**src/rtl/gc_pkg.sv**
```systemverilog
// Bus widths, address map, region enum and the bus structs of the fabric
`default_nettype none

package gc_pkg;

  ////////////////////////////////////////
  // Widths

  localparam int unsigned AddrWidth = 32;
  localparam int unsigned DataWidth = 32;
  localparam int unsigned SelWidth  = DataWidth / 8;

  ////////////////////////////////////////
  // Address map

  localparam logic [AddrWidth-1:0] L1Base    = 32'h4000_0000;
  localparam logic [AddrWidth-1:0] L1Size    = 32'h0000_0400;
  localparam logic [AddrWidth-1:0] ClintBase = 32'h1000_0000;
  localparam logic [AddrWidth-1:0] ClintSize = 32'h0001_0000;
  localparam logic [AddrWidth-1:0] PerfBase  = ClintBase + ClintSize;
  localparam logic [AddrWidth-1:0] PerfSize  = 32'h0000_0100;

  // CLINT register offsets, 64-bit registers are low word first
  localparam logic [15:0] ClintMsipOffset     = 16'h0000;
  localparam logic [15:0] ClintMtimecmpOffset = 16'h4000;
  localparam logic [15:0] ClintMtimeOffset    = 16'hBFF8;

  typedef enum logic [1:0] {
    REGION_ERROR,
    REGION_L1,
    REGION_CLINT,
    REGION_PERF
  } region_e;

  localparam int unsigned RegionCount = 4;

  ////////////////////////////////////////
  // Bus structs

  // Wishbone classic, driven by the master
  typedef struct packed {
    logic                 cyc;
    logic                 stb;
    logic                 we;
    logic [AddrWidth-1:0] adr;
    logic [DataWidth-1:0] dat;
    logic [SelWidth-1:0]  sel;
  } wb_req_t;

  typedef struct packed {
    logic                 ack;
    logic                 err;
    logic [DataWidth-1:0] dat;
  } wb_rsp_t;

  // Controller to a single target
  typedef struct packed {
    logic                 valid;
    logic                 we;
    logic [15:0]          offset;
    logic [DataWidth-1:0] wdata;
    logic [SelWidth-1:0]  sel;
  } tgt_req_t;

  // One completed access
  typedef struct packed {
    logic    valid;
    logic    we;
    region_e region;
  } perf_event_t;

endpackage

`default_nettype wire

```
**src/rtl/gc_clint.sv**
```systemverilog
// CLINT with machine timer, timer compare, software interrupt bit and register access
`timescale 1ns/1ps
`default_nettype none

module gc_clint (
  input  wire logic                                clk_i,
  input  wire logic                                rst_i,
  input  wire gc_pkg::tgt_req_t                    req_i,
  output logic             [gc_pkg::DataWidth-1:0] rdata_o,
  output logic                                     timer_irq_o,
  output logic                                     ipi_o
);

  localparam logic [15:0] MtimecmpLoOffset = gc_pkg::ClintMtimecmpOffset;
  localparam logic [15:0] MtimecmpHiOffset = gc_pkg::ClintMtimecmpOffset + 16'h4;
  localparam logic [15:0] MtimeLoOffset    = gc_pkg::ClintMtimeOffset;
  localparam logic [15:0] MtimeHiOffset    = gc_pkg::ClintMtimeOffset + 16'h4;

  logic [63:0] mtime_q;
  logic [63:0] mtimecmp_q;
  logic        msip_q;
  logic        wr_en;
  logic        rd_en;

  assign wr_en = req_i.valid && req_i.we;
  assign rd_en = req_i.valid && !req_i.we;

  ////////////////////////////////////////
  // Timer and interrupt state

  always_ff @(posedge clk_i) begin
    if (rst_i) begin
      mtime_q     <= '0;
      mtimecmp_q  <= '1;
      msip_q      <= 1'b0;
      timer_irq_o <= 1'b0;
    end else begin
      // Free running, not writable from the bus
      mtime_q     <= mtime_q + 64'd1;
      timer_irq_o <= (mtime_q >= mtimecmp_q);
      if (wr_en) begin
        case (req_i.offset)
          gc_pkg::ClintMsipOffset: begin
            if (req_i.sel[0]) begin
              msip_q <= req_i.wdata[0];
            end
          end
          MtimecmpLoOffset: begin
            for (int i = 0; i < gc_pkg::SelWidth; i++) begin
              if (req_i.sel[i]) begin
                mtimecmp_q[i*8 +: 8] <= req_i.wdata[i*8 +: 8];
              end
            end
          end
          MtimecmpHiOffset: begin
            for (int i = 0; i < gc_pkg::SelWidth; i++) begin
              if (req_i.sel[i]) begin
                mtimecmp_q[32 + i*8 +: 8] <= req_i.wdata[i*8 +: 8];
              end
            end
          end
          default: ;
        endcase
      end
    end
  end

  ////////////////////////////////////////
  // Register read

  always_ff @(posedge clk_i) begin
    if (rd_en) begin
      case (req_i.offset)
        gc_pkg::ClintMsipOffset: rdata_o <= {31'd0, msip_q};
        MtimecmpLoOffset:        rdata_o <= mtimecmp_q[31:0];
        MtimecmpHiOffset:        rdata_o <= mtimecmp_q[63:32];
        MtimeLoOffset:           rdata_o <= mtime_q[31:0];
        MtimeHiOffset:           rdata_o <= mtime_q[63:32];
        default:                 rdata_o <= '0;
      endcase
    end
  end

  assign ipi_o = msip_q;

endmodule

`default_nettype wire

```
**config.mk**
```make
export PLATFORM = sky130hd
export DESIGN_NAME = gc_clint
export DESIGN_NICKNAME = d
export VERILOG_FILES = /design/src/rtl/gc_pkg.sv /design/src/rtl/gc_clint.sv
export SDC_FILE = /design/constraint.sdc
export NUM_CORES = 1
export LEC_CHECK = 0
export BUFFER_PORTS_ARGS = -buffer_cell sky130_fd_sc_hd__clkbuf_2
export CELL_PAD_IN_SITES_DETAIL_PLACEMENT = 0
export CELL_PAD_IN_SITES_GLOBAL_PLACEMENT = 1
export CORE_MARGIN = 2
export CORE_UTILIZATION = 40
export DETAILED_ROUTE_END_ITERATION = 10
export PLACE_DENSITY = 0.72
export SLEW_MARGIN = 20
export SYNTH_ARGS = -nofsm -noshare
export SYNTH_HDL_FRONTEND = slang
export SYNTH_SLANG_ARGS = --single-unit
```
**constraint.sdc**
```tcl
create_clock -name clk_i -period 4.8 [get_ports clk_i]
set_input_delay 0.72 -clock clk_i [delete_from_list [all_inputs] [get_ports clk_i]]
set_output_delay 0.72 -clock clk_i [all_outputs]
set_load 0.03 [all_outputs]
```
==> flow_summary_export.csv <==
group,metric,value,unit
sta,finalHoldViolations,0,
synthesis,netlist.area_leader.share,30.4,%
floorplanning,io-pin-count,90,
clock_tree,root_buffer,"clkbuf_16",
power,cellPowerDensity,290,nW/um2
grt,antenna_found_initial,0,
power,p_seq_share,49.3,%
hold_path,worstHoldStart,"ipi_o$_SDFFE_PP0P_",
synthesis,synth_ff_type,"dfxtp_1",
run_status,status,"finished clean",
power,irDropWorstVdd,215,uV
sta,clock_skew,7.89,ps
layout,fillers,2085,
setup_path,r2r.worst_path.cells,6,
setup_path,crit_cells,7,
clock_tree,post-cts-setup-buffer-count,0,
setup_path,crit_chain,"clkbuf_2, or4_1, nor2_4, and4_1, buf_4, a22oi_1, o21ai_0",
grt,grt_usage,20.5,%
sta,worstMarginPinSlew,1010,ps
power,switchingPower,0.609,mW
setup_path,critical_path_buf_inv_count,2,
setup_path,cp.arrival,3040,ps
synthesis,yosysSeqAreaShare,41.6,%
layout,nets,1129,
sta,grt_setup_unrepaired,"no",
setup_path,critical_path_class,"primary input to flip-flop",
setup_path,r2r_start,"mtime_q[37]$_SDFF_PP0_",
synthesis,ys_ff_latch,162,
power,p_int,2.23,mW
detailed_routing,drtPass1Iterations,5,
detailed_routing,finalWirelength,22300,um
power,combPwrFrac,3.8,%
clock_tree,cts_buffer_depth,2,
grt,grt_pass1_vias,6518,
synthesis,synth_edf_count,32,
layout,design_area,9810,um2
grt,grt-ovfl-total,0,
synthesis,yosys.area.top_type,"dfxtp_1",
placed_design,post_dp_cell_area,9240,um2
detailed_routing,avgViaCountPerCell,5.31,
detailed_routing,drc_errors,0,
clock_tree,cts_resized,0,
hold_path,hold-path-endpoint,"ipi_o$_SDFFE_PP0P_",
setup_path,rrSetupSlack,2270,ps
clock_tree,numCtsBuffers,17,
power,clkPwrFrac,46.9,%
synthesis,yosys.cell_types.count,49,
sta,min_period,2780,ps
floorplanning,die_y,150,um
synthesis,synthArstFlopShare,0,%
setup_path,slowest_delay,770,ps
synthesis,yosysWarnings,0,
setup_path,cp.required,5060,ps
detailed_routing,antenna_left,0,
synthesis,avgSynthCellArea,9.17,um2
placed_design,hpwl,16100,um
placed_design,port_buffers,89,
synthesis,synth_cells,933,
grt,grt_max_degree,88,
layout,syn_to_final_growth,14.7,%
power,total_power,2.84,mW
floorplanning,die_x,150,um
clock_tree,hold_buffers,0,
power,leakage,4.37,nW
sta,slew_violations,0,
clock_tree,clock_latency,430,ps
setup_path,r2r_end,"mtime_q[63]$_SDFF_PP0_",
layout,utilization,46.7,%
layout,drive_above_1_share,13.8,%
sta,setup_violations,0,
hold_path,hold_path_depth,2,
detailed_routing,vias,6880,
hold_path,hold_class,"flip-flop to flip-flop",
synthesis,synth_area_leaders,"dfxtp_1 30%, edfxtp_1 11%, ha_1 9.5%",
sta,max_freq,360,MHz
flow_run,cap_violations,0,
setup_path,cp-startpoint,"req_i[45]",
floorplanning,fp-row-count,53,
setup_path,cpMaxStageDelayCell,"and4_1",
floorplanning,core-area,21000,um2
grt,grt_pass1_wl,35400,um
sta,max_slew_margin,32.4,%
clock_tree,cts.htree.levels,4,
clock_tree,path_clk_slew,60,ps
detailed_routing,wl_per_cell,17.2,um
synthesis,synthesis.nets,1054,
sta,period_share,57.8,%
clock_tree,cts_sinks,162,
floorplanning,die_area,22600,um2
setup_path,end_kind,"flip-flop",
clock_tree,cts_tree,"done",
setup_path,startpoint_type,"primary input",
floorplanning,start_util,40.7,%
setup_path,critPathTopFamily,"simple AND/OR/NAND/NOR gates",
sta,fin_tns_setup,0,ps
detailed_routing,drt-initial-drc-count,368,
placed_design,gp_congestion,0.779,
setup_path,critical_path.max_fanout,17,
power,netSwitchingFraction,21.4,%
layout,diodes,0,
synthesis,syn_area,8560,um2
cells in the mapped netlist (3+ instances only):
cell type	n
nor2_1	137
dfxtp_1	130
inv_1	68
ha_1	65
a211o_1	64
o21ai_0	47
xor2_1	44
nand3_1	39
nand2_1	35
nand4_1	33
a21oi_1	32
edfxtp_1	32
mux2i_1	32
a22oi_1	31
clkbuf_1	28
xnor2_1	14
and3_1	10
and4_1	9
buf_2	9
nor4_1	8
nor3_1	7
nor2b_1	6
a211oi_1	5
and2_1	5
nor2_2	5
or3_1	5
nor2_4	4
or4_1	3
sequential cells by signal, indices dropped and copies added (netlist names):
name	count
ipi_o	1
mtime_q	64
rdata_o	32
timer_irq_o	1
mtimecmp_q	64
cell type report:
| type | instances | area [um2] | share of cell area, % |
|---|---|---|---|
| clock buffer | 26 | 489 | 4.99 |
| clock inverter | 6 | 80.1 | 0.816 |
| inverter | 68 | 255 | 2.60 |
| multi-input combinational | 663 | 4580 | 46.7 |
| sequential | 162 | 3560 | 36.3 |
| tap | 275 | 344 | 3.51 |
| timing repair buffer | 96 | 500 | 5.10 |
worst max-delay path by stage:
stage / to / slack (ps)
after floorplan: rdata_o[0]$_DFFE_PP_ / 2200
after global placement: rdata_o[2]$_DFFE_PP_ / 1690
after detailed placement: rdata_o[9]$_DFFE_PP_ / 1610
after CTS: rdata_o[6]$_DFFE_PP_ / 2070
after global routing: rdata_o[3]$_DFFE_PP_ / 1910
final: rdata_o[6]$_DFFE_PP_ / 2030
through the flow:
stage	hold slack (ps)	setup slack, ps	std cells
after floorplan	464	2200	933
after global placement	496	1690	1264
after detailed placement	495	1610	1264
after CTS	494	2070	1296
after global routing	496	1910	1296
final	506	2030	1296
cells in the final DEF (no fill, tap or decap), types with 4 or more instances in the layout:
master	netlist	layout
inv_1	68	68
nor2_1	137	137
dfxtp_1	130	130
and2_1	5	5
buf_4	2	8
nor3_1	7	7
a211o_1	64	64
nand4_1	33	33
nor2_4	4	4
nor2b_1	6	5
a211oi_1	5	5
clkbuf_1	28	6
clkbuf_2	0	88
nand2_1	35	35
clkinv_2	0	4
ha_1	65	65
a22oi_1	31	31
nor4_1	8	8
o21ai_0	47	47
a21oi_1	32	32
mux2i_1	32	32
xnor2_1	14	14
nor2_2	5	5
and4_1	9	9
and3_1	10	9
or3_1	5	5
nand3_1	39	39
xor2_1	44	44
edfxtp_1	32	32
clkbuf_16	0	17
cells by family (layout without fill, tap and decap cells):
| family | count (synthesis) | count (layout) | synth area share, % |
|---|---|---|---|
| and+or+nand+nor | 318 | 318 | 18.9 |
| DFF | 162 | 162 | 41.6 |
| adders and majority gates | 65 | 65 | 9.51 |
| xor gates and xnor gates | 58 | 58 | 5.94 |
| muxes | 32 | 32 | 3.74 |
| buffers and inverters | 108 | 196 | 4.96 |
| AOI/OAI and AO/OA | 190 | 190 | 15.4 |
worst min-delay path, cell delays in order (launching register included):
cell     delay, ps
dfxtp_1        320
o21ai_0         70
a21oi_1         60
power by group through the flow:
stage          clock network, mW  logic (mW)  registers [mW]
2_1_floorplan                  0      0.0424            1.45
3_3_place_gp                   0       0.109            1.43
3_5_place_dp                   0       0.109            1.43
4_1_cts                     1.36       0.110            1.40
5_1_grt                     1.42       0.117            1.40
6_report                    1.33       0.108            1.40
metal layers:
layer | GRT usage (%) | up-vias | wire length [um]
met5 | 0 | - | 0
met4 | 6.23 | 0 | 280
met3 | 3.48 | 17 | 810
met2 | 32.5 | 132 | 10300
met1 | 28.7 | 3223 | 11000
li1 | - | 3508 | -
(Power assumes the default switching activity.)
