$ cat src/rtl/gc_pkg.sv
// Bus widths, address map, region enum and the bus structs of the fabric
`default_nettype none

package gc_pkg;

  ////////////////////////////////////////
  // Widths

  localparam int unsigned AddrWidth = 32;
  localparam int unsigned DataWidth = 32;
  localparam int unsigned SelWidth  = DataWidth / 8;

  ////////////////////////////////////////
  // Address map

  localparam logic [AddrWidth-1:0] L1Base    = 32'h4000_0000;
  localparam logic [AddrWidth-1:0] L1Size    = 32'h0000_0400;
  localparam logic [AddrWidth-1:0] ClintBase = 32'h1000_0000;
  localparam logic [AddrWidth-1:0] ClintSize = 32'h0001_0000;
  localparam logic [AddrWidth-1:0] PerfBase  = ClintBase + ClintSize;
  localparam logic [AddrWidth-1:0] PerfSize  = 32'h0000_0100;

  // CLINT register offsets, 64-bit registers are low word first
  localparam logic [15:0] ClintMsipOffset     = 16'h0000;
  localparam logic [15:0] ClintMtimecmpOffset = 16'h4000;
  localparam logic [15:0] ClintMtimeOffset    = 16'hBFF8;

  typedef enum logic [1:0] {
    REGION_ERROR,
    REGION_L1,
    REGION_CLINT,
    REGION_PERF
  } region_e;

  localparam int unsigned RegionCount = 4;

  ////////////////////////////////////////
  // Bus structs

  // Wishbone classic, driven by the master
  typedef struct packed {
    logic                 cyc;
    logic                 stb;
    logic                 we;
    logic [AddrWidth-1:0] adr;
    logic [DataWidth-1:0] dat;
    logic [SelWidth-1:0]  sel;
  } wb_req_t;

  typedef struct packed {
    logic                 ack;
    logic                 err;
    logic [DataWidth-1:0] dat;
  } wb_rsp_t;

  // Controller to a single target
  typedef struct packed {
    logic                 valid;
    logic                 we;
    logic [15:0]          offset;
    logic [DataWidth-1:0] wdata;
    logic [SelWidth-1:0]  sel;
  } tgt_req_t;

  // One completed access
  typedef struct packed {
    logic    valid;
    logic    we;
    region_e region;
  } perf_event_t;

endpackage

`default_nettype wire

$ cat src/rtl/gc_perf_cntrs.sv
// Per-region read and write access counters with register access
`timescale 1ns/1ps
`default_nettype none

module gc_perf_cntrs (
  input  wire logic                                clk_i,
  input  wire logic                                rst_i,
  input  wire gc_pkg::tgt_req_t                    req_i,
  output logic             [gc_pkg::DataWidth-1:0] rdata_o,
  input  wire gc_pkg::perf_event_t                 event_i
);

  localparam int unsigned CounterCount = gc_pkg::RegionCount * 2;
  localparam int unsigned IdxBits      = $clog2(CounterCount);

  logic [gc_pkg::DataWidth-1:0] cnt_q [CounterCount];
  logic [IdxBits-1:0]           bus_idx;
  logic [IdxBits-1:0]           evt_idx;
  logic                         bus_hit;
  logic                         clr_pend_q;
  logic [IdxBits-1:0]           clr_idx_q;

  // Counter k at word offset k, nothing mapped above
  assign bus_idx = req_i.offset[IdxBits+1:2];
  assign bus_hit = (req_i.offset[15:IdxBits+2] == '0);
  assign evt_idx = {event_i.region, event_i.we};

  ////////////////////////////////////////
  // Counters

  // Clear lands together with the event of the clearing write itself
  always_ff @(posedge clk_i) begin
    if (rst_i) begin
      clr_pend_q <= 1'b0;
      for (int k = 0; k < CounterCount; k++) begin
        cnt_q[k] <= '0;
      end
    end else begin
      if (req_i.valid && req_i.we && bus_hit) begin
        clr_pend_q <= 1'b1;
      end else if (event_i.valid) begin
        clr_pend_q <= 1'b0;
      end
      for (int k = 0; k < CounterCount; k++) begin
        if (event_i.valid && clr_pend_q && (clr_idx_q == IdxBits'(k))) begin
          cnt_q[k] <= '0;
        end else if (event_i.valid && (evt_idx == IdxBits'(k))) begin
          cnt_q[k] <= cnt_q[k] + gc_pkg::DataWidth'(1);
        end
      end
    end
  end

  always_ff @(posedge clk_i) begin
    if (req_i.valid && req_i.we && bus_hit) begin
      clr_idx_q <= bus_idx;
    end
    if (req_i.valid && !req_i.we) begin
      rdata_o <= bus_hit ? cnt_q[bus_idx] : '0;
    end
  end

endmodule

`default_nettype wire

$ cat config.mk
export PLATFORM = sky130hd
export DESIGN_NAME = gc_perf_cntrs
export DESIGN_NICKNAME = d
export VERILOG_FILES = /design/src/rtl/gc_pkg.sv /design/src/rtl/gc_perf_cntrs.sv
export SDC_FILE = /design/constraint.sdc
export NUM_CORES = 1
export LEC_CHECK = 0
export BUFFER_PORTS_ARGS = -buffer_cell sky130_fd_sc_hd__buf_2
export CAP_MARGIN = 25
export CORE_MARGIN = 2
export CORE_UTILIZATION = 40
export CTS_CLUSTER_SIZE = 12
export DETAILED_ROUTE_END_ITERATION = 7
export PLACE_DENSITY = 0.57
export SKIP_LAST_GASP = 1
export SLEW_MARGIN = 10
export SYNTH_ARGS = -nofsm -noshare
export SYNTH_HDL_FRONTEND = slang
export SYNTH_SLANG_ARGS = --single-unit
$ cat constraint.sdc
create_clock -name clk_i -period 5.7 [get_ports clk_i]
set_clock_uncertainty 0.2 [all_clocks]
set_input_delay 1.14 -clock clk_i [delete_from_list [all_inputs] [get_ports clk_i]]
set_output_delay 1.14 -clock clk_i [all_outputs]
set_load 0.05 [all_outputs]
==> qor.json <==
{
  "report.final.hold_viol_count": {"value": 0},
  "max_clock_freq": {"value": 322, "unit": "MHz"},
  "global_route.peak_usage_layer": {"value": "met2"},
  "power-per-cell-area": {"value": 266, "unit": "nW/µm²"},
  "drv.max_cap_violation_count": {"value": 0},
  "grt_overflow": {"value": 0},
  "setup_viol": {"value": 0},
  "yosysUniqueCellTypes": {"value": 49},
  "peakVddDrop": {"value": 0.149, "unit": "mV"},
  "mappedNetlistNets": {"value": 1699},
  "first_global_vias": {"value": 12745},
  "grt_antenna_before_repair": {"value": 0},
  "final_core_util": {"value": 44.9, "unit": "%"},
  "detail_route.iter0.violations": {"value": 1277},
  "synthArstFlopShare": {"value": 0, "unit": "%"},
  "status": {"value": "complete, no violations"},
  "regToRegStartpoint": {"value": "cnt_q[0][0]$_SDFFCE_PN0P_"},
  "synth.avg_cell_area": {"value": 10.9, "unit": "µm²"},
  "post_dp_hpwl": {"value": 34400, "unit": "µm"},
  "nFillCells": {"value": 4189},
  "yosys_register_bits": {"value": 292},
  "cpLargestDelayFamily": {"value": "buffers and inverters"},
  "synthFlopType": {"value": "edfxtp_1"},
  "leakagePower": {"value": 5.97, "unit": "nW"},
  "grt_usage": {"value": 20.8, "unit": "%"},
  "cp.required": {"value": 5.78, "unit": "ns"},
  "setup.worst_path.start_class": {"value": "input pin"},
  "cts_tree": {"value": "built"},
  "io-pin-count": {"value": 92},
  "initial_core_util": {"value": 40.3, "unit": "%"},
  "min_period_over_period": {"value": 54.5, "unit": "%"},
  "syn_to_final_growth": {"value": 11.5, "unit": "%"},
  "layout.nets": {"value": 1715},
  "postRouteAntennaNets": {"value": 0},
  "holdBufCountCts": {"value": 0},
  "rsz0062_at_grt": {"value": "no"},
  "grt_start_max_net_pins": {"value": 48},
  "dieArea": {"value": 46000, "unit": "µm²"},
  "critical-path-slowest-cell": {"value": "buf_4"},
  "post_route_cells_drive_above_1_share": {"value": 12.7, "unit": "%"},
  "critical_path_class": {"value": "in2reg"},
  "mappedNetlistArea": {"value": 17700, "unit": "µm²"},
  "globalRouteMet1Util": {"value": 30.4, "unit": "%"},
  "timing.slew.headroom": {"value": 33.9, "unit": "%"},
  "cts-root-buf": {"value": "clkbuf_16"},
  "post-cts-setup-buffers": {"value": 0},
  "setup_total_negative_slack": {"value": 0, "unit": "ns"},
  "tritoncts_num_sinks": {"value": 292},
  "io_buffers": {"value": 53},
  "totalWireLength": {"value": 48600, "unit": "µm"},
  "post_drt_via_cell_ratio": {"value": 6.15},
  "yosys_warnings": {"value": 0},
  "cts_resized": {"value": 0},
  "path_cells": {"value": "buf_4 > buf_4 > mux4_2 > mux2i_1 > nor2_1"},
  "cp_slowest_stage_delay": {"value": 0.69, "unit": "ns"},
  "synth_enable_flop_cells": {"value": 291},
  "syn-instance-count": {"value": 1631},
  "cts-root-to-sink-buffers": {"value": 3},
  "critPathMaxFanout": {"value": 47},
  "cts_inserted_buffers": {"value": 36},
  "fp.coreArea": {"value": 43900, "unit": "µm²"},
  "endpoint": {"value": "rdata_o[11]$_SDFFCE_PP0P_"},
  "firstDrtPassIters": {"value": 5},
  "clk_pin_slew_worst_paths": {"value": 0.05, "unit": "ns"},
  "post-route-min-period": {"value": 3.10, "unit": "ns"},
  "setup_slack_of_the_worst_register_to_register_path": {"value": 2.64, "unit": "ns"},
  "grt_first_pass_wirelength": {"value": 75300, "unit": "µm"},
  "worst_slew_pin_slew": {"value": 0.989, "unit": "ns"},
  "route.detailed.wl_per_inst": {"value": 21.5, "unit": "µm"},
  "die_h": {"value": 214, "unit": "µm"},
  "endpoint_kind": {"value": "flop"},
  "critPathMostFrequentCell": {"value": "buf_4"},
  "cts.htree.levels": {"value": 2},
  "via_count": {"value": 13936},
  "synth-seq-area-share": {"value": 49.5, "unit": "%"},
  "reg2reg_depth": {"value": 5},
  "use_met3": {"value": 2.84, "unit": "%"},
  "detail_route.drc_violations": {"value": 0},
  "critical_path_cell_count": {"value": 5},
  "fp-row-count": {"value": 77},
  "timing.critical_path.arrival": {"value": 3.18, "unit": "ns"},
  "crit_path_start": {"value": "req_i[38]"},
  "critical_path.reg2reg.endpoint": {"value": "cnt_q[0][28]$_SDFFCE_PN0P_"},
  "timing.critical_path.buf_inv": {"value": 2},
  "global_route.usage.met2": {"value": 32.3, "unit": "%"},
  "clock_insertion_delay_worst_skew": {"value": 0.55, "unit": "ns"},
  "holdCritPathClass": {"value": "reg2reg"},
  "maxSlewViolCount": {"value": 0},
  "fp.dieW": {"value": 214, "unit": "µm"},
  "replace_congestion": {"value": 0.837}
}
metal layers:
metal,share of wire [%],vias up
met5,0,-
met4,2.4,0
met3,5.7,71
met2,46,421
met1,46,6953
li1,-,6491
placed cells by master (no fill, tap or decap), types with 36 or more instances in the layout:
master     instances
nand4_1           69
inv_1             51
nand2_1           85
nor2_1           154
or3_1             42
xor2_1            37
nand3_1           86
edfxtp_1         291
clkbuf_16         37
a21oi_1          140
xnor2_1           54
o31ai_1           94
or4_1            110
o21ai_0           37
buf_2             54
mux4_2            64
mux2i_1           36
state kept, by name (all words and copies together), names as in the netlist:
signal / cells
rdata_o: 32
clr_idx_q: 3
clr_pend_q: 1
cnt_q: 256
synth_stat cells (42+ instances only):
library cell | n | share of area, %
clkbuf_1 | 84 | 1.8
nand2_1 | 85 | 1.8
nand3_1 | 86 | 2.4
a21oi_1 | 140 | 4.0
nand4_1 | 69 | 2.4
or3_1 | 42 | 1.5
or4_1 | 110 | 4.7
nor2_1 | 154 | 3.3
mux4_2 | 64 | 8.1
xnor2_1 | 54 | 2.7
o31ai_1 | 94 | 4.0
edfxtp_1 | 291 | 49
inv_1 | 51 | 1.1
worst min-delay path, cell delays in order, from the launching register on:
cell and delay [ns]:
dfxtp_1 0.31, inv_1 0.05, o22ai_1 0.07, nor2b_1 0.12
worst min path at each step:
stage | startpoint | end | slack [ns] | cells after the start
floorplan | clr_pend_q$_SDFFE_PP0P_ | clr_pend_q$_SDFFE_PP0P_ | 0.36 | 3
global placement | clr_pend_q$_SDFFE_PP0P_ | clr_pend_q$_SDFFE_PP0P_ | 0.38 | 3
detailed placement | clr_pend_q$_SDFFE_PP0P_ | clr_pend_q$_SDFFE_PP0P_ | 0.39 | 3
CTS | clr_pend_q$_SDFFE_PP0P_ | clr_pend_q$_SDFFE_PP0P_ | 0.40 | 3
global route | clr_pend_q$_SDFFE_PP0P_ | clr_pend_q$_SDFFE_PP0P_ | 0.44 | 3
finish | clr_pend_q$_SDFFE_PP0P_ | clr_pend_q$_SDFFE_PP0P_ | 0.40 | 3
report_power, final:
group / switching (mW) / total [mW] / internal, mW
clock network: 0.929 / 2.27 / 1.34
registers: 0.133 / 2.60 / 2.46
logic: 0.228 / 0.382 / 0.155
cell type report:
class / count / area [µm²] / share of cell area (%)
antenna: 1 / 2.50 / 0.0127
clock buffer: 48 / 977 / 4.95
clock inverter: 15 / 153 / 0.773
inverter: 51 / 191 / 0.970
multi-input combinational: 1187 / 8370 / 42.4
sequential: 292 / 8760 / 44.4
tap: 592 / 741 / 3.75
timing repair buffer: 79 / 543 / 2.75
cells by family (layout without fill, tap and decap cells):
logic type / after synthesis / count (layout) / synth area share, %
other: 0 / 1 / 0
and+or+nand+nor: 681 / 681 / 21.3
AOI/OAI and AO/OA: 307 / 307 / 10.7
DFF: 292 / 292 / 49.5
xor gates and xnor gates: 91 / 91 / 4.50
muxes: 100 / 100 / 10.2
buffers and inverters: 152 / 193 / 3.32
adders and majority gates: 8 / 8 / 0.566
metrics by stage:
step                instances  instance area [µm²]  setup slack [ns]  hold WS [ns]  power, mW
floorplan                1631                17700              1.41         0.362       2.86
global placement         2194                18500              1.97         0.377       3.01
detailed placement       2195                18500              1.96         0.387       3.02
CTS                      2258                19600              2.54         0.396       5.29
global route             2264                19700              2.37         0.436       5.41
finish                   2265                19700              2.60         0.399       5.25
No activity file was read; power rests on OpenSTA's default activity.
