==> config.mk <==
export PLATFORM = sky130hd
export DESIGN_NAME = gc_bus_ctrl
export DESIGN_NICKNAME = d
export VERILOG_FILES = /design/src/rtl/gc_pkg.sv /design/src/rtl/gc_bus_ctrl.sv
export SDC_FILE = /design/constraint.sdc
export NUM_CORES = 1
export LEC_CHECK = 0
export ABC_AREA = 1
export BUFFER_PORTS_ARGS = -buffer_cell sky130_fd_sc_hd__buf_2
export CAP_MARGIN = 40
export CORE_AREA = 2 2 144 146
export CTS_CLUSTER_SIZE = 10
export DETAILED_ROUTE_END_ITERATION = 6
export DIE_AREA = 0 0 146 148
export GPL_TIMING_DRIVEN = 1
export HOLD_SLACK_MARGIN = 0.03
export PLACE_DENSITY = 0.5
export SLEW_MARGIN = 20
export SYNTH_ARGS = -nofsm -noshare
export SYNTH_HDL_FRONTEND = slang
export SYNTH_SLANG_ARGS = --single-unit
export TNS_END_PERCENT = 20
==> constraint.sdc <==
create_clock -name clk_i -period 7.5 [get_ports clk_i]
set_clock_uncertainty 0.1 [all_clocks]
set_input_delay 1.5 -clock clk_i [delete_from_list [all_inputs] [get_ports clk_i]]
set_output_delay 1.5 -clock clk_i [all_outputs]
set_load 0.1 [all_outputs]
==> src/rtl/gc_pkg.sv <==
// Bus widths, address map, region enum and the bus structs of the fabric
`default_nettype none

package gc_pkg;

  ////////////////////////////////////////
  // Widths

  localparam int unsigned AddrWidth = 32;
  localparam int unsigned DataWidth = 32;
  localparam int unsigned SelWidth  = DataWidth / 8;

  ////////////////////////////////////////
  // Address map

  localparam logic [AddrWidth-1:0] L1Base    = 32'h4000_0000;
  localparam logic [AddrWidth-1:0] L1Size    = 32'h0000_0400;
  localparam logic [AddrWidth-1:0] ClintBase = 32'h1000_0000;
  localparam logic [AddrWidth-1:0] ClintSize = 32'h0001_0000;
  localparam logic [AddrWidth-1:0] PerfBase  = ClintBase + ClintSize;
  localparam logic [AddrWidth-1:0] PerfSize  = 32'h0000_0100;

  // CLINT register offsets, 64-bit registers are low word first
  localparam logic [15:0] ClintMsipOffset     = 16'h0000;
  localparam logic [15:0] ClintMtimecmpOffset = 16'h4000;
  localparam logic [15:0] ClintMtimeOffset    = 16'hBFF8;

  typedef enum logic [1:0] {
    REGION_ERROR,
    REGION_L1,
    REGION_CLINT,
    REGION_PERF
  } region_e;

  localparam int unsigned RegionCount = 4;

  ////////////////////////////////////////
  // Bus structs

  // Wishbone classic, driven by the master
  typedef struct packed {
    logic                 cyc;
    logic                 stb;
    logic                 we;
    logic [AddrWidth-1:0] adr;
    logic [DataWidth-1:0] dat;
    logic [SelWidth-1:0]  sel;
  } wb_req_t;

  typedef struct packed {
    logic                 ack;
    logic                 err;
    logic [DataWidth-1:0] dat;
  } wb_rsp_t;

  // Controller to a single target
  typedef struct packed {
    logic                 valid;
    logic                 we;
    logic [15:0]          offset;
    logic [DataWidth-1:0] wdata;
    logic [SelWidth-1:0]  sel;
  } tgt_req_t;

  // One completed access
  typedef struct packed {
    logic    valid;
    logic    we;
    region_e region;
  } perf_event_t;

endpackage

`default_nettype wire

==> src/rtl/gc_bus_ctrl.sv <==
// Bus controller with address decode, access FSM, response mux and perf events
`timescale 1ns/1ps
`default_nettype none

module gc_bus_ctrl (
  input  wire logic                                clk_i,
  input  wire logic                                rst_i,
  input  wire gc_pkg::wb_req_t                     wb_req_i,
  output gc_pkg::wb_rsp_t                          wb_rsp_o,
  output gc_pkg::tgt_req_t                         l1_req_o,
  output gc_pkg::tgt_req_t                         clint_req_o,
  output gc_pkg::tgt_req_t                         perf_req_o,
  input  wire logic        [gc_pkg::DataWidth-1:0] l1_rdata_i,
  input  wire logic        [gc_pkg::DataWidth-1:0] clint_rdata_i,
  input  wire logic        [gc_pkg::DataWidth-1:0] perf_rdata_i,
  output gc_pkg::perf_event_t                      perf_event_o
);

  typedef enum logic [1:0] {
    IDLE,
    ACCESS,
    WAIT,
    RESPOND
  } state_e;

  state_e                         state_q;
  gc_pkg::region_e                region_d, region_q;
  logic [gc_pkg::AddrWidth-1:0]   base_d;
  logic [gc_pkg::AddrWidth-1:0]   offset_full;
  gc_pkg::tgt_req_t               tgt_q;
  logic                           tgt_valid_q;
  logic                           ack_q, err_q;
  logic [gc_pkg::DataWidth-1:0]   rdat_q;
  logic                           evt_valid_q;
  logic                           accept;

  ////////////////////////////////////////
  // Address decode

  always_comb begin
    region_d = gc_pkg::REGION_ERROR;
    base_d   = '0;
    if (wb_req_i.adr >= gc_pkg::L1Base && wb_req_i.adr < gc_pkg::L1Base + gc_pkg::L1Size) begin
      region_d = gc_pkg::REGION_L1;
      base_d   = gc_pkg::L1Base;
    end else if (wb_req_i.adr >= gc_pkg::ClintBase &&
                 wb_req_i.adr < gc_pkg::ClintBase + gc_pkg::ClintSize) begin
      region_d = gc_pkg::REGION_CLINT;
      base_d   = gc_pkg::ClintBase;
    end else if (wb_req_i.adr >= gc_pkg::PerfBase &&
                 wb_req_i.adr < gc_pkg::PerfBase + gc_pkg::PerfSize) begin
      region_d = gc_pkg::REGION_PERF;
      base_d   = gc_pkg::PerfBase;
    end
  end

  assign offset_full = wb_req_i.adr - base_d;

  // Hold off while the previous response is still on the port
  assign accept = (state_q == IDLE) && wb_req_i.cyc && wb_req_i.stb && !ack_q && !err_q;

  ////////////////////////////////////////
  // Access sequencing

  always_ff @(posedge clk_i) begin
    if (rst_i) begin
      state_q     <= IDLE;
      tgt_valid_q <= 1'b0;
      ack_q       <= 1'b0;
      err_q       <= 1'b0;
      evt_valid_q <= 1'b0;
    end else begin
      tgt_valid_q <= 1'b0;
      ack_q       <= 1'b0;
      err_q       <= 1'b0;
      evt_valid_q <= 1'b0;
      case (state_q)
        IDLE:    if (accept) state_q <= ACCESS;
        ACCESS: begin
          tgt_valid_q <= (region_q != gc_pkg::REGION_ERROR);
          state_q     <= WAIT;
        end
        WAIT:    state_q <= RESPOND;
        RESPOND: begin
          // Dropped cycle still completes, only the response is withheld
          ack_q       <= wb_req_i.cyc && (region_q != gc_pkg::REGION_ERROR);
          err_q       <= wb_req_i.cyc && (region_q == gc_pkg::REGION_ERROR);
          evt_valid_q <= 1'b1;
          state_q     <= IDLE;
        end
        default: state_q <= IDLE;
      endcase
    end
  end

  always_ff @(posedge clk_i) begin
    if (accept) begin
      region_q     <= region_d;
      tgt_q.valid  <= 1'b0;
      tgt_q.we     <= wb_req_i.we;
      tgt_q.offset <= offset_full[15:0];
      tgt_q.wdata  <= wb_req_i.dat;
      tgt_q.sel    <= wb_req_i.sel;
    end
    if (state_q == RESPOND) begin
      case (region_q)
        gc_pkg::REGION_L1:    rdat_q <= l1_rdata_i;
        gc_pkg::REGION_CLINT: rdat_q <= clint_rdata_i;
        gc_pkg::REGION_PERF:  rdat_q <= perf_rdata_i;
        default:              rdat_q <= '0;
      endcase
    end
  end

  ////////////////////////////////////////
  // Outputs

  always_comb begin
    l1_req_o          = tgt_q;
    l1_req_o.valid    = tgt_valid_q && (region_q == gc_pkg::REGION_L1);
    clint_req_o       = tgt_q;
    clint_req_o.valid = tgt_valid_q && (region_q == gc_pkg::REGION_CLINT);
    perf_req_o        = tgt_q;
    perf_req_o.valid  = tgt_valid_q && (region_q == gc_pkg::REGION_PERF);
  end

  assign wb_rsp_o     = '{ack: ack_q, err: err_q, dat: rdat_q};
  assign perf_event_o = '{valid: evt_valid_q, we: tgt_q.we, region: region_q};

  a_ack_err_exclusive: assert property (@(posedge clk_i) disable iff (rst_i)
    !(ack_q && err_q))
    else $error("gc_bus_ctrl: ack and err high together");

  a_rsp_single_cycle: assert property (@(posedge clk_i) disable iff (rst_i)
    (ack_q || err_q) |=> !(ack_q || err_q))
    else $error("gc_bus_ctrl: response held for more than one cycle");

endmodule

`default_nettype wire

==> flow_summary_export.csv <==
group,metric,value,unit
clock_tree,root_buffer,"clkbuf_16",
detailed_routing,drtIter0Drc,157,
clock_tree,cts_sinks,93,
detailed_routing,routed_via_density,3.84,
logic_synthesis,synthesis.area,4630,µm²
clock_tree,cts.repair.resized,0,
placed_design,hpwl,10400,µm
global_route,grt_pass1_wl,18800,µm
logic_synthesis,synth_compound_area_frac,0.00351,
power_and_ir_drop,leakage,3.02,nW
floorplanning,start_util,0.231,
detailed_routing,drc_errors,0,
sta,rsz0062_at_grt,"no",
global_route,antenna_found_initial,0,
final_layout,area_delta_synth_final,34.6,%
global_route,grt_max_degree,57,
detailed_routing,wl,13100,µm
sta,hold_viol,0,
logic_synthesis,synthSimpleGateAreaFrac,0.177,
final_layout,layout_commonest_cell,"buf_2",
floorplanning,fp.dieArea,21600,µm²
clock_tree,htree_levels,3,
final_layout,num-nets-final,878,
sta,tightestPinTransition,0.727,ns
worst_setup_path,crit_path_start_kind,"flop",
final_layout,fillers,2129,
sta,max_slew_margin,0.515,
power_and_ir_drop,cellPowerDensity,366,nW/µm²
logic_synthesis,synth_xor_area_frac,0,
sta,slew_viol_final,0,
worst_setup_path,crit_chain,"inv_1 > nand2_2 > nor2_1 > buf_2",
floorplanning,floorplan.rows,52,
worst_setup_path,crit_path_top_delay_cell,"edfxtp_1",
worst_setup_path,crit_type,"reg -> out",
floorplanning,pin_count,369,
final_layout,regArea,2730,µm²
clock_tree,postCtsSetupBuffers,0,
sta,hold_slack,0.469,ns
floorplanning,die_height,148,µm
logic_synthesis,synth_seq_cells,93,
clock_tree,cts-buffers-inserted,9,
worst_setup_path,critical_path_required,5.90,ns
sta,finalSetupTns,0,ns
placed_design,io_buffers,368,
floorplanning,coreArea,20000,µm²
logic_synthesis,synth_cell_types,19,
global_route,grt_pass1_vias,3433,
logic_synthesis,synth_seq_area_share,0.590,
detailed_routing,wl_per_cell,13.4,µm
job,drv_cap,0,
clock_tree,clock_path_buffers,2,
floorplanning,die_w,146,µm
worst_setup_path,slowest_delay,0.47,ns
detailed_routing,ant_nets,0,
final_layout,final_cell_mix,"buf_2 (368), nand2_1 (120), edfxtp_1 (87)",
detailed_routing,vias,3764,
global_route,grt_usage,0.113,
global_route,grt-ovfl-total,0,
logic_synthesis,syn_avg_cell_area,10.5,µm²
detailed_routing,dr.pass1.iters,4,
clock_tree,worstSkewPairLatency,0.34,ns
sta,clock.fmax,314,MHz
worst_setup_path,rrSetupSlack,5.54,ns
worst_setup_path,cp.arrival,1.58,ns
worst_setup_path,cp-end-kind,"output port",
final_layout,diodes,0,
worst_setup_path,crit_fanout,5,
placed_design,place.gp.congestion,0.774,
sta,fin_crit_sh,0.425,
logic_synthesis,synth_top_family_by_area,"buffers and inverters",
logic_synthesis,synthesis.instances,441,
final_layout,drive_above_1_share,0.554,
worst_hold_path,hold_class,"reg -> reg",
logic_synthesis,synthAdderAreaFrac,0.0135,
clock_tree,cts_hold_buf,0,
clock_tree,clk_pin_slew_worst_paths,0.06,ns
logic_synthesis,synth_mux_area_frac,0,
status,status,"complete, no violations",
power_and_ir_drop,irDropWorstVdd,0.000194,V
logic_synthesis,syn-num-nets,615,
clock_tree,cts_tree,"yes",
sta,fin_crit,3.18,ns
final_layout,multiInputGateArea,906,µm²
sta,setup_viol,0,
logic_synthesis,synth_warnings,0,
[critical path, delay by kind of cell, from the launching register on]
kind	cells	cell delay [ns]
buf+inv	2	0.60
flops	1	0.47
simple gates	2	0.17
[cells by family after synthesis]
logic type      count (synthesis)
simple gates                  199
flops                          93
buf+inv                       141
fa+ha+maj                       5
compound gates                  3
[final timing paths]
check / start / endpoint / cells past startpoint
min reg2reg: region_q[0] / err_q / 1
max: region_q[0] / clint_req_o[53] / 4
min: region_q[0] / err_q / 1
max reg2reg: state_q[0] / clint_req_o[28] / 5
[stage by stage]
step	util	area [µm²]	total power, mW	setup slack (ns)	instances
after detailed placement	0.295	5920	1.84	4.59	962
after CTS	0.310	6220	2.31	4.29	978
after floorplan	-	4630	1.74	1.50	441
after global routing	0.311	6240	2.37	4.22	979
after global placement	0.295	5920	1.84	4.60	962
final	0.311	6240	2.28	4.32	979
[flip-flops by register name, summed over array words and instances (netlist names)]
register	flops
clint_req_o	53
rdat_q	32
region_q	2
state_q	2
ack_q	1
err_q	1
evt_valid_q	1
tgt_valid_q	1
[cells in the mapped netlist]
| cell | count | area share |
|---|---|---|
| nor3_1 | 5 | 0.0054 |
| o21ai_0 | 1 | 0.0011 |
| nor2_4 | 1 | 0.0024 |
| edfxtp_1 | 87 | 0.56 |
| nor2_1 | 29 | 0.023 |
| nand4_1 | 2 | 0.0027 |
| nor2_2 | 1 | 0.0014 |
| clkinv_2 | 1 | 0.0011 |
| nand3_1 | 39 | 0.042 |
| nand2_1 | 120 | 0.097 |
| nand2_2 | 2 | 0.0027 |
| buf_6 | 6 | 0.015 |
| inv_1 | 20 | 0.016 |
| a31oi_1 | 1 | 0.0014 |
| a21oi_1 | 1 | 0.0011 |
| dfxtp_1 | 6 | 0.026 |
| ha_1 | 5 | 0.014 |
| buf_4 | 113 | 0.18 |
| inv_2 | 1 | 0.00081 |
[report_power, final]
group	switching, mW	total, mW	internal (mW)
sequential	0.0361	0.694	0.657
clock	0.196	0.458	0.262
combinational	0.991	1.13	0.141
total	1.22	2.28	1.06
[layer usage]
metal | GRT usage | vias to the layer above | routed length, µm
met1 | 0.135 | 1718 | 5160
met5 | 0 | - | 0
met3 | 0.0259 | 16 | 825
met4 | 0.0461 | 0 | 281
met2 | 0.199 | 175 | 6810
li1 | - | 1855 | -
[layout make-up]
type | instances | area share
sequential | 93 | 0.438
timing repair buffer | 371 | 0.301
clock buffer | 10 | 0.0367
inverter | 22 | 0.0134
clock inverter | 6 | 0.0112
multi-input combinational | 207 | 0.145
tap | 270 | 0.0542
(Power assumes the default switching activity.)
